===== src/spi_pkg.sv =====
// shared SPI byte, request and response types and register addresses, imported by every SPI block
package spi_pkg;

    // one byte as it travels on the wire
    typedef logic [7:0] spi_byte_t;

    // what the host sent, from the peripheral toward the selector and registers
    typedef struct packed {
        spi_byte_t address;
        // one cycle per transaction, after the first byte
        logic      address_valid;
        spi_byte_t copi;
        // one cycle per completed data byte
        logic      copi_valid;
    } spi_request_t;

    // what a register offers back toward the peripheral
    typedef struct packed {
        // next byte to shift out
        spi_byte_t cipo;
        // low means the peripheral sends 0x00 instead
        logic      cipo_valid;
    } spi_response_t;

    // register map
    localparam spi_byte_t chip_id_address        = 8'hdb;
    localparam spi_byte_t version_string_address = 8'hb5;

endpackage


===== src/spi_peripheral.sv =====
// SPI mode 0 byte peripheral that raises address and data strobes and shifts response bytes out
`timescale 1ns/10ps

module spi_peripheral
    import spi_pkg::*;
(
    input  logic          clock,
    input  logic          rst_n,
    input  logic          spi_select,
    input  logic          spi_sck,
    input  logic          spi_copi,
    input  spi_response_t response,
    output logic          spi_cipo,
    output spi_request_t  request,
    output logic          active
);

    // pin order in the synchronizer is {copi, sck, select}
    logic [2:0] pin_meta;
    logic [2:0] pin_sync;
    logic       select_sync;
    logic       sck_sync;
    logic       copi_sync;
    logic       sck_last;
    logic       sck_rise;
    logic       sck_fall;

    // byte assembly
    logic [2:0] bit_count;
    logic [6:0] copi_shift;
    logic       first_byte;
    spi_byte_t  copi_byte;
    spi_byte_t  address_q;
    logic       address_valid_q;
    spi_byte_t  copi_q;
    logic       copi_valid_q;

    // response path
    spi_byte_t  cipo_shift;

    // double-flop synchronizer, select idles high
    always_ff @(posedge clock) begin
        if (!rst_n) begin
            pin_meta <= 3'b001;
            pin_sync <= 3'b001;
        end else begin
            pin_meta <= {spi_copi, spi_sck, spi_select};
            pin_sync <= pin_meta;
        end
    end

    assign select_sync = pin_sync[0];
    assign sck_sync    = pin_sync[1];
    assign copi_sync   = pin_sync[2];

    // edge detect on the synchronized clock
    always_ff @(posedge clock) begin
        if (!rst_n) begin
            sck_last <= 1'b0;
        end else begin
            sck_last <= sck_sync;
        end
    end

    assign sck_rise = sck_sync & ~sck_last;
    assign sck_fall = ~sck_sync & sck_last;
    assign active   = ~select_sync;

    // MSB first, the current bit completes the byte
    assign copi_byte = {copi_shift, copi_sync};

    // bit counter and strobes
    always_ff @(posedge clock) begin
        if (!rst_n) begin
            bit_count       <= '0;
            first_byte      <= 1'b1;
            address_valid_q <= 1'b0;
            copi_valid_q    <= 1'b0;
        end else begin
            address_valid_q <= 1'b0;
            copi_valid_q    <= 1'b0;
            if (select_sync) begin
                // partial byte is dropped here
                bit_count  <= '0;
                first_byte <= 1'b1;
            end else if (sck_rise) begin
                bit_count <= bit_count + 3'd1;
                if (bit_count == 3'd7) begin
                    first_byte <= 1'b0;
                    if (first_byte) begin
                        address_valid_q <= 1'b1;
                    end else begin
                        copi_valid_q <= 1'b1;
                    end
                end
            end
        end
    end

    // data shift and byte capture
    always_ff @(posedge clock) begin
        if (sck_rise && !select_sync) begin
            copi_shift <= copi_byte[6:0];
            if (bit_count == 3'd7) begin
                if (first_byte) begin
                    address_q <= copi_byte;
                end else begin
                    copi_q <= copi_byte;
                end
            end
        end
    end

    assign request = '{
        address:       address_q,
        address_valid: address_valid_q,
        copi:          copi_q,
        copi_valid:    copi_valid_q
    };

    // load on the falling edge that opens a data byte, shift on the others
    always_ff @(posedge clock) begin
        if (!rst_n) begin
            cipo_shift <= '0;
        end else if (select_sync) begin
            cipo_shift <= '0;
        end else if (sck_fall) begin
            if (bit_count == 3'd0 && !first_byte) begin
                cipo_shift <= response.cipo_valid ? response.cipo : 8'h00;
            end else begin
                cipo_shift <= {cipo_shift[6:0], 1'b0};
            end
        end
    end

    assign spi_cipo = cipo_shift[7];

    // address and data strobes are exclusive
    assert property (@(posedge clock) disable iff (!rst_n)
        !(request.address_valid && request.copi_valid));

endmodule


===== src/spi_subperipheral_selector.sv =====
// address decoder that enables one SPI register per transaction and muxes its response byte
`timescale 1ns/10ps

module spi_subperipheral_selector
    import spi_pkg::*;
#(
    parameter spi_byte_t chip_id = 8'h81
) (
    input  logic          clock,
    input  logic          rst_n,
    input  logic          active,
    input  spi_request_t  request,
    input  spi_response_t version_response,
    output logic          version_enable,
    output spi_response_t response
);

    spi_byte_t  address_q;
    logic       selected;
    // bit 0 chip id, bit 1 version string
    logic [1:0] enables;

    // open on the address strobe, close when select rises
    always_ff @(posedge clock) begin
        if (!rst_n) begin
            selected <= 1'b0;
        end else if (!active) begin
            selected <= 1'b0;
        end else if (request.address_valid) begin
            selected <= 1'b1;
        end
    end

    always_ff @(posedge clock) begin
        if (request.address_valid) begin
            address_q <= request.address;
        end
    end

    assign enables[0] = selected && (address_q == chip_id_address);
    assign enables[1] = selected && (address_q == version_string_address);

    assign version_enable = enables[1];

    // chip id is answered here, unknown addresses read as zero
    always_comb begin
        response = '{cipo: 8'h00, cipo_valid: 1'b0};
        if (enables[0]) begin
            response = '{cipo: chip_id, cipo_valid: 1'b1};
        end else if (enables[1]) begin
            response = version_response;
        end
    end

    assert property (@(posedge clock) disable iff (!rst_n)
        $onehot0(enables));

endmodule


===== src/spi_register_version_string.sv =====
// SPI register that streams a version string one character per data byte while enabled
`timescale 1ns/10ps

module spi_register_version_string
    import spi_pkg::*;
#(
    parameter int                          version_length = 8,
    parameter logic [8*version_length-1:0] version_string = "v24.0101"
) (
    input  logic          clock,
    input  logic          rst_n,
    input  logic          enable,
    input  logic          copi_valid,
    output spi_response_t response
);

    localparam int index_width = $clog2(version_length + 1);
    // one past the last character
    localparam logic [index_width-1:0] end_index = index_width'(version_length);

    logic [index_width-1:0] index;
    spi_byte_t              character;

    // restart from the first character on each new enable
    always_ff @(posedge clock) begin
        if (!rst_n) begin
            index <= '0;
        end else if (!enable) begin
            index <= '0;
        end else if (copi_valid && index != end_index) begin
            index <= index + 1'b1;
        end
    end

    // first character sits in the top byte of the string
    always_comb begin
        character = 8'h00;
        if (index < end_index) begin
            character = version_string[8*(version_length-1-index) +: 8];
        end
    end

    assign response = '{cipo: character, cipo_valid: enable};

    assert property (@(posedge clock) disable iff (!rst_n)
        index <= end_index);

endmodule


===== src/spi_top.sv =====
// top level of the SPI register path, connecting peripheral, selector and version string register
`timescale 1ns/10ps

module spi_top
    import spi_pkg::*;
#(
    parameter spi_byte_t                   chip_id        = 8'h81,
    parameter int                          version_length = 8,
    parameter logic [8*version_length-1:0] version_string = "v24.0101"
) (
    input  logic clock,
    input  logic rst_n,
    input  logic spi_select,
    input  logic spi_sck,
    input  logic spi_copi,
    output logic spi_cipo
);

    // host side
    spi_request_t  request;
    logic          active;

    // register side
    spi_response_t response;
    spi_response_t version_response;
    logic          version_enable;

    spi_peripheral spi_peripheral_inst (
        .clock      (clock),
        .rst_n      (rst_n),
        .spi_select (spi_select),
        .spi_sck    (spi_sck),
        .spi_copi   (spi_copi),
        .response   (response),
        .spi_cipo   (spi_cipo),
        .request    (request),
        .active     (active)
    );

    spi_subperipheral_selector #(
        .chip_id (chip_id)
    ) spi_subperipheral_selector_inst (
        .clock            (clock),
        .rst_n            (rst_n),
        .active           (active),
        .request          (request),
        .version_response (version_response),
        .version_enable   (version_enable),
        .response         (response)
    );

    // data strobe paces the string
    spi_register_version_string #(
        .version_length (version_length),
        .version_string (version_string)
    ) spi_register_version_string_inst (
        .clock      (clock),
        .rst_n      (rst_n),
        .enable     (version_enable),
        .copi_valid (request.copi_valid),
        .response   (version_response)
    );

endmodule


===== config.mk =====
export PLATFORM = sky130hd
export DESIGN_NAME = spi_top
export DESIGN_NICKNAME = d
export VERILOG_FILES = /design/src/spi_pkg.sv /design/src/spi_peripheral.sv /design/src/spi_subperipheral_selector.sv /design/src/spi_register_version_string.sv /design/src/spi_top.sv
export SDC_FILE = /design/constraint.sdc
export NUM_CORES = 1
export LEC_CHECK = 0
export BUFFER_PORTS_ARGS = -buffer_cell sky130_fd_sc_hd__clkbuf_2
export CAP_MARGIN = 20
export CELL_PAD_IN_SITES_DETAIL_PLACEMENT = 0
export CELL_PAD_IN_SITES_GLOBAL_PLACEMENT = 1
export CORE_UTILIZATION = 30
export DETAILED_ROUTE_END_ITERATION = 16
export PLACE_DENSITY = 0.54
export SYNTH_ARGS = -nofsm -noshare
export SYNTH_HDL_FRONTEND = slang
export SYNTH_SLANG_ARGS = --single-unit

===== constraint.sdc =====
create_clock -name clock -period 5.13 [get_ports clock]
set_clock_uncertainty 0.2 [all_clocks]
set_input_delay 0 -clock clock [delete_from_list [all_inputs] [get_ports clock]]
set_output_delay 0 -clock clock [all_outputs]
set_load 0.03 [all_outputs]

Yosys cells after proc, flatten, opt, wreduce, memory -nomap -nowiden
Index checks and enable logic that the tools add are counted.
{"block": "op_classes", "n_lt_le_gt_ge": 1, "n_shift": 1, "addsub": 3, "reduce_logical": 13, "bitwise_logic": 7, "eq_ne": 4, "mux": 7}
{"operator": "$shiftx A64 B33 Y8 const A", "n": 1}
{"operator": "$mux W8", "n": 3}
{"operator": "$mux W9", "n": 2}
{"operator": "$eq A8 B8 Y1 const B", "n": 2}
{"operator": "$logic_and A1 B1 Y1", "n": 5}
{"operator": "$not A1 Y1", "n": 5}
{"operator": "$sub A3 B4 Y5 const A", "n": 1}
{"operator": "$add A4 B1 Y4 const B", "n": 1}
{"operator": "$lt A4 B4 Y1 const B", "n": 1}
{"operator": "$ne A4 B4 Y1 const B", "n": 1}
{"operator": "$reduce_and A2 Y1", "n": 2}
{"operator": "$reduce_or A4 Y1", "n": 1}
{"operator": "$add A3 B1 Y3 const B", "n": 1}
{"operator": "$eq A3 B3 Y1 const B", "n": 1}
{"operator": "$logic_not A3 Y1", "n": 1}
{"operator": "$reduce_and A3 Y1", "n": 1}
{"operator": "$and A1 B1 Y1", "n": 2}
{"operator": "$logic_not A1 Y1", "n": 2}
{"operator": "$mux W1", "n": 2}
{"operator": "$reduce_or A2 Y1", "n": 1}
{"block": "totals", "regBits": 49, "out_inout_bits": 1, "elab_cells": 49}

Logic depth before layout (Yosys ltp)
{"block": "depth", "depth_word": 7, "ltp_mapped": 7, "mapped_depth_nobuf": 6}

Hierarchy
A second synthesis with hierarchy kept.
{"block": "unflattened", "hier_cells": 175, "hier_area_um2": 2250.9}
{"module": "spi_peripheral", "instances": 1, "cells_each": 114, "area_per_inst_um2": 1547.7, "seq_area_each_um2": 1111.1}
{"module": "spi_subperipheral_selector", "instances": 1, "cells_each": 27, "area_per_inst_um2": 406.6, "seq_area_each_um2": 260.2}
{"module": "spi_register_version_string", "instances": 1, "cells_each": 34, "area_per_inst_um2": 296.5, "seq_area_each_um2": 80.1}

Worst setup path before layout
No wires, ideal clock.
{"block": "synth_timing", "path_kind": "reg-to-reg", "startpoint": "register spi_peripheral_inst.pin_sync[1]", "endpoint": "register spi_peripheral_inst.address_q[0] (enable)", "synth_period_minus_slack_ps": 2074, "t_arrival_ps": 1487, "stages_incl_launch_ff": 5, "path_slack_ps": 3056, "setup_time_ps": 387, "path_cell_list": "dfxtp_1 nor2b_1 clkbuf_1 nand2_1 nor3b_1"}
{"block": "synth_via", "elab_chain_cells": 3}
{"item": "start, declared", "line_no": "spi_peripheral.sv:20", "source": "logic [2:0] pin_sync;"}
{"item": "start signal, assigned", "line_no": "spi_peripheral.sv:48", "source": "pin_sync <= pin_meta;"}
{"item": "$and A1 B1 Y1", "line_no": "spi_peripheral.sv:65", "source": "assign sck_rise = sck_sync & ~sck_last;"}
{"item": "$logic_and A1 B1 Y1", "line_no": "spi_peripheral.sv:102", "source": "if (sck_rise && !select_sync) begin"}
{"item": "$reduce_and A3 Y1 (no line)"}
{"item": "end signal, assigned", "line_no": "spi_peripheral.sv:106", "source": "address_q <= copi_byte;"}
{"item": "end, declared", "line_no": "spi_peripheral.sv:33", "source": "spi_byte_t address_q;"}
Every way passes these cells.
A chain may end at the register's enable or synchronous reset.

Final worst setup path
{"block": "layout_timing", "startpoint": "register spi_peripheral_inst.bit_count[0]", "endpoint": "register spi_peripheral_inst.cipo_shift[6]"}
{"block": "layout_via", "elab_chain_cells": 3}
{"item": "start, declared", "line_no": "spi_peripheral.sv:29", "source": "logic [2:0] bit_count;"}
{"item": "start signal, assigned", "line_no": "spi_peripheral.sv:87", "source": "bit_count <= bit_count + 3'd1;"}
{"item": "$logic_not A3 Y1", "line_no": "spi_peripheral.sv:128", "source": "if (bit_count == 3'd0 && !first_byte) begin"}
{"item": "$logic_and A1 B1 Y1", "line_no": "spi_peripheral.sv:128"}
{"item": "$mux W8", "line_no": "spi_peripheral.sv:128"}
{"item": "end signal, assigned", "line_no": "spi_peripheral.sv:129", "source": "cipo_shift <= response.cipo_valid ? response.cipo : 8'h00;"}
{"item": "end signal, assigned", "line_no": "spi_peripheral.sv:131", "source": "cipo_shift <= {cipo_shift[6:0], 1'b0};"}
{"item": "end, declared", "line_no": "spi_peripheral.sv:39", "source": "spi_byte_t cipo_shift;"}
Every way passes these cells.

==> results.md <==
- The first-iteration detailed-routing DRC count is 30.
- Among cell families on the critical path, the largest total delay comes from simple AND/OR/NAND/NOR gates.
- TritonCTS built the clock tree.
- In this design, the stage delay of the slowest critical-path cell is 0.53 ns.
- The share of the Yosys chip area taken by registers is 66.8%.
- The synthesized netlist contains 30 unique library cells.
- The total cell area at the placement stage is 1900 um^2.
- The number of rows in the core area is 27.
- The worst setup path is captured at a register.
- Derived from the worst setup path, the maximum achievable clock frequency is 0.487 GHz.
- STA puts the critical path data arrival time at 2.09 ns.
- The post-route netlist has 9.09% of its cells at a drive strength greater than 1.
- The critical path goes through inv_1 -> ha_1 -> or3b_1 -> nor4_4 -> nand4_1 -> a21oi_1.
- The ratio of final minimum period to clock period is 40.0%.
- The clock slew seen by the registers of the worst setup and hold paths is 0.09 ns.
- In this run the static leakage power is 0.724 nW.
- The final-report hold violation count is 0.
- The count of placed standard cells including taps is 221.
- The die is 79.8 um wide.
- The cell with the largest stage delay on the worst path is sky130_fd_sc_hd__or3b_1.
- The worst path needs 2.05 ns of the cycle, external delays included.
- The number of failing setup endpoints in the final timing report is 0.
- The largest fanout on the critical path is 9.
- For this block, the routed nets add up to 2.84 mm of wire.
- After synthesis the cells add up to 1810 um^2.
- For the final routed database, the setup TNS stands at 0 ns.
- The worst setup path is of the register to register kind.
- The initial utilization of the core area, before any placement, comes to 32.0%.
- The tree is rooted in a sky130_fd_sc_hd__clkbuf_8.
- For the pin with the worst max-slew slack, the measured transition is 0.582 ns.
- The number of global-route vias before repair is 1,096.
- During I/O placement, the number of pins put on the boundary was 6.
- The vertical extent of the die is 79.8 um.
- The min-delay analysis places its worst path in the category register to register.
- The number of nets still failing antenna checks after routing is 0.
- The wire length per cell is 12.0 um.
- Entering global routing, the biggest net connects 19 pins.
- The count of buffers added on input and output ports is 5.
- The floorplan step defined a die boundary enclosing 6360 um^2.
- The number of antenna violations at the first check in global routing was 0.
- Setup repair after global routing left no endpoint under its margin.
- The final number of max-transition violations is 0.
- During synthesis, Yosys emitted a total of 0 warnings.
- The synthesis-to-layout area growth is 14.2%.
- The maximum level of the CTS H-tree is 2.
- The number of synthesized register bits is 49.
- The detail-routed via count per cell is 4.51.
- For this run, the detailed router's first-pass iteration total came to 4.
- The clock drives 49 sinks.
- The buffer depth of the longest clock path is 2.
- The category of the worst setup path launch point is a register.
- The overall via count from detail_route is 1,070.
- The synthesized netlist net count is 160.
- The library cell used most frequently in the layout, excluding fill and tap cells, is sky130_fd_sc_hd__dfxtp_1.
- A synthesized cell averages 12.1 um^2.
- The final net count is 174.
- Across the run, the number of max-cap violations was 0.
- Synthesis handed over a netlist of 150 instances.
- In the layout the commonest cells are 26 x sky130_fd_sc_hd__dfxtp_1, 23 x sky130_fd_sc_hd__edfxtp_1, 13 x sky130_fd_sc_hd__nor2_1, 12 x sky130_fd_sc_hd__a21oi_1, 9 x sky130_fd_sc_hd__o21ai_0.
- After clock tree synthesis, the repair step resized 0 gates.
- The first global-routing pass estimated 5.11 mm of wire.
- Clock tree synthesis inserted a total of 5 buffers.
- The clock insertion delay at the later pin of the skew report is 0.30 ns.
- The antenna diode instance count is 0.
- Detailed placement ended at an HPWL of 2.03 mm.
- The required time at the worst-slack endpoint is 5.17 ns.
- Excluding fillers, the count of instances in the completed layout stands at 237.
- The power density over cell area is 320 nW/um^2.
- In this run the standard cell core region covers 5680 um^2.
- The run finished with clean final reports.
- The buffer and inverter count on the worst path is 1.
- The filler cell count is 579.
- The final global-route overflow total is 0.
- The number of buffers added for setup after CTS is 0.
- The global router's overall resource usage is 10.8%.
- Once layout is done, the placed cells without fillers occupy 2070 um^2.
- The congestion estimate from routability-driven global placement came to 0.716.
- The worst relative slew slack is 61.1%.
- The DRC violations left is 0.
- VDD sags by at most 0.155 mV.
-- through the flow --
stage / power (W) / hold slack, ns / utilization [%] / setup WS, ns
finish: 0.000663 / 0.217 / 36.5 / 3.08
global route: 0.000694 / 0.231 / 36.5 / 2.86
CTS: 0.000675 / 0.221 / 36.4 / 2.70
detailed placement: 0.000428 / -0.00621 / 33.5 / 2.72
global placement: 0.000428 / -0.00387 / 33.5 / 2.80
floorplan: 0.000425 / -0.0985 / - / 3.06
-- state kept, by name, indices dropped and copies added, names as in the netlist --
register                                   flops
spi_peripheral_inst.address_q                  8
spi_peripheral_inst.pin_meta                   3
spi_peripheral_inst.address_valid_q            1
spi_peripheral_inst.copi_shift                 7
spi_peripheral_inst.bit_count                  3
spi_subperipheral_selector_inst.selected       1
spi_peripheral_inst.copi_valid_q               1
spi_register_version_string_inst.index         4
spi_subperipheral_selector_inst.address_q      8
spi_peripheral_inst.cipo_shift                 8
spi_peripheral_inst.sck_last                   1
spi_peripheral_inst.first_byte                 1
spi_peripheral_inst.pin_sync                   3
-- worst paths after layout --
path | startpoint | end | slack (ns) | cells after the start
worst max register to register | spi_peripheral_inst.bit_count[0]$_SDFFE_PP0P_ | spi_peripheral_inst.cipo_shift[6]$_SDFFE_PP0P_ | 3.08 | 6
worst min-delay path | spi_peripheral_inst.pin_meta[0]$_SDFF_PN1_ | spi_peripheral_inst.pin_sync[0]$_SDFF_PN1_ | 0.22 | 1
worst max-delay path | spi_peripheral_inst.bit_count[0]$_SDFFE_PP0P_ | spi_peripheral_inst.cipo_shift[6]$_SDFFE_PP0P_ | 3.08 | 6
worst min register to register | spi_peripheral_inst.pin_meta[0]$_SDFF_PN1_ | spi_peripheral_inst.pin_sync[0]$_SDFF_PN1_ | 0.22 | 1
-- cells by family after synthesis --
logic type	synth area share, %
adders and majority gates	3.45
muxes	1.10
and+or+nand+nor	16.1
buffers and inverters	2.90
xor gates and xnor gates	1.45
AOI/OAI and AO/OA	8.21
DFF	66.8
-- synthesized netlist by cell type (all sizes together) --
cell | count | area, um^2
dfxtp | 26 | 521
edfxtp | 23 | 691
nor2 | 13 | 48.8
a21oi | 12 | 60.1
o21ai | 11 | 55.1
nand2 | 8 | 30.0
and2 | 6 | 37.5
inv | 6 | 22.5
nand3 | 6 | 30.0
clkbuf | 5 | 18.8
ha | 5 | 62.6
nand2b | 4 | 25.0
nor2b | 4 | 25.0
nand4 | 3 | 18.8
xnor2 | 3 | 26.3
mux2i | 2 | 20.0
a21o | 1 | 7.51
a221oi | 1 | 8.76
a41oi | 1 | 8.76
and4 | 1 | 8.76
buf | 1 | 11.3
nand4b | 1 | 8.76
nor3 | 1 | 5.00
nor3b | 1 | 7.51
nor4 | 1 | 21.3
o311ai | 1 | 8.76
or3 | 1 | 6.26
or3b | 1 | 8.76
or4bb | 1 | 11.3
-- final cells by class --
type | count | area [um^2] | share of cell area [%]
tap | 72 | 90.1 | 4.35
clock inverter | 3 | 28.8 | 1.39
timing repair buffer | 13 | 100 | 4.83
inverter | 6 | 22.5 | 1.09
clock buffer | 5 | 68.8 | 3.32
multi-input combinational | 89 | 551 | 26.6
sequential | 49 | 1210 | 58.5
-- layer usage --
layer | global-route usage (%) | wire length (um) | vias to the layer above
met5 | 0 | 0 | -
met2 | 16.8 | 1320 | 9
met4 | 6.43 | 68 | 0
met1 | 13.1 | 1390 | 501
li1 | - | - | 554
met3 | 3.43 | 61 | 6
-- report_power, final --
| part | leakage (nW) | internal (W) | switching (W) | total [W] |
|---|---|---|---|---|
| logic | 0.256 | 0.00000728 | 0.00000565 | 0.0000129 |
| registers | 0.418 | 0.000409 | 0.00000145 | 0.000410 |
| clock network | 0.0506 | 0.000102 | 0.000138 | 0.000240 |
-- what timing repair did --
| action | CTS | global route |
|---|---|---|
| endpoints found under the hold margin | 12 | 0 |
| setup endpoints to repair | 0 | 0 |
| hold buffers | 7 | 0 |
Note: power is estimated with default switching activity, not from simulation.
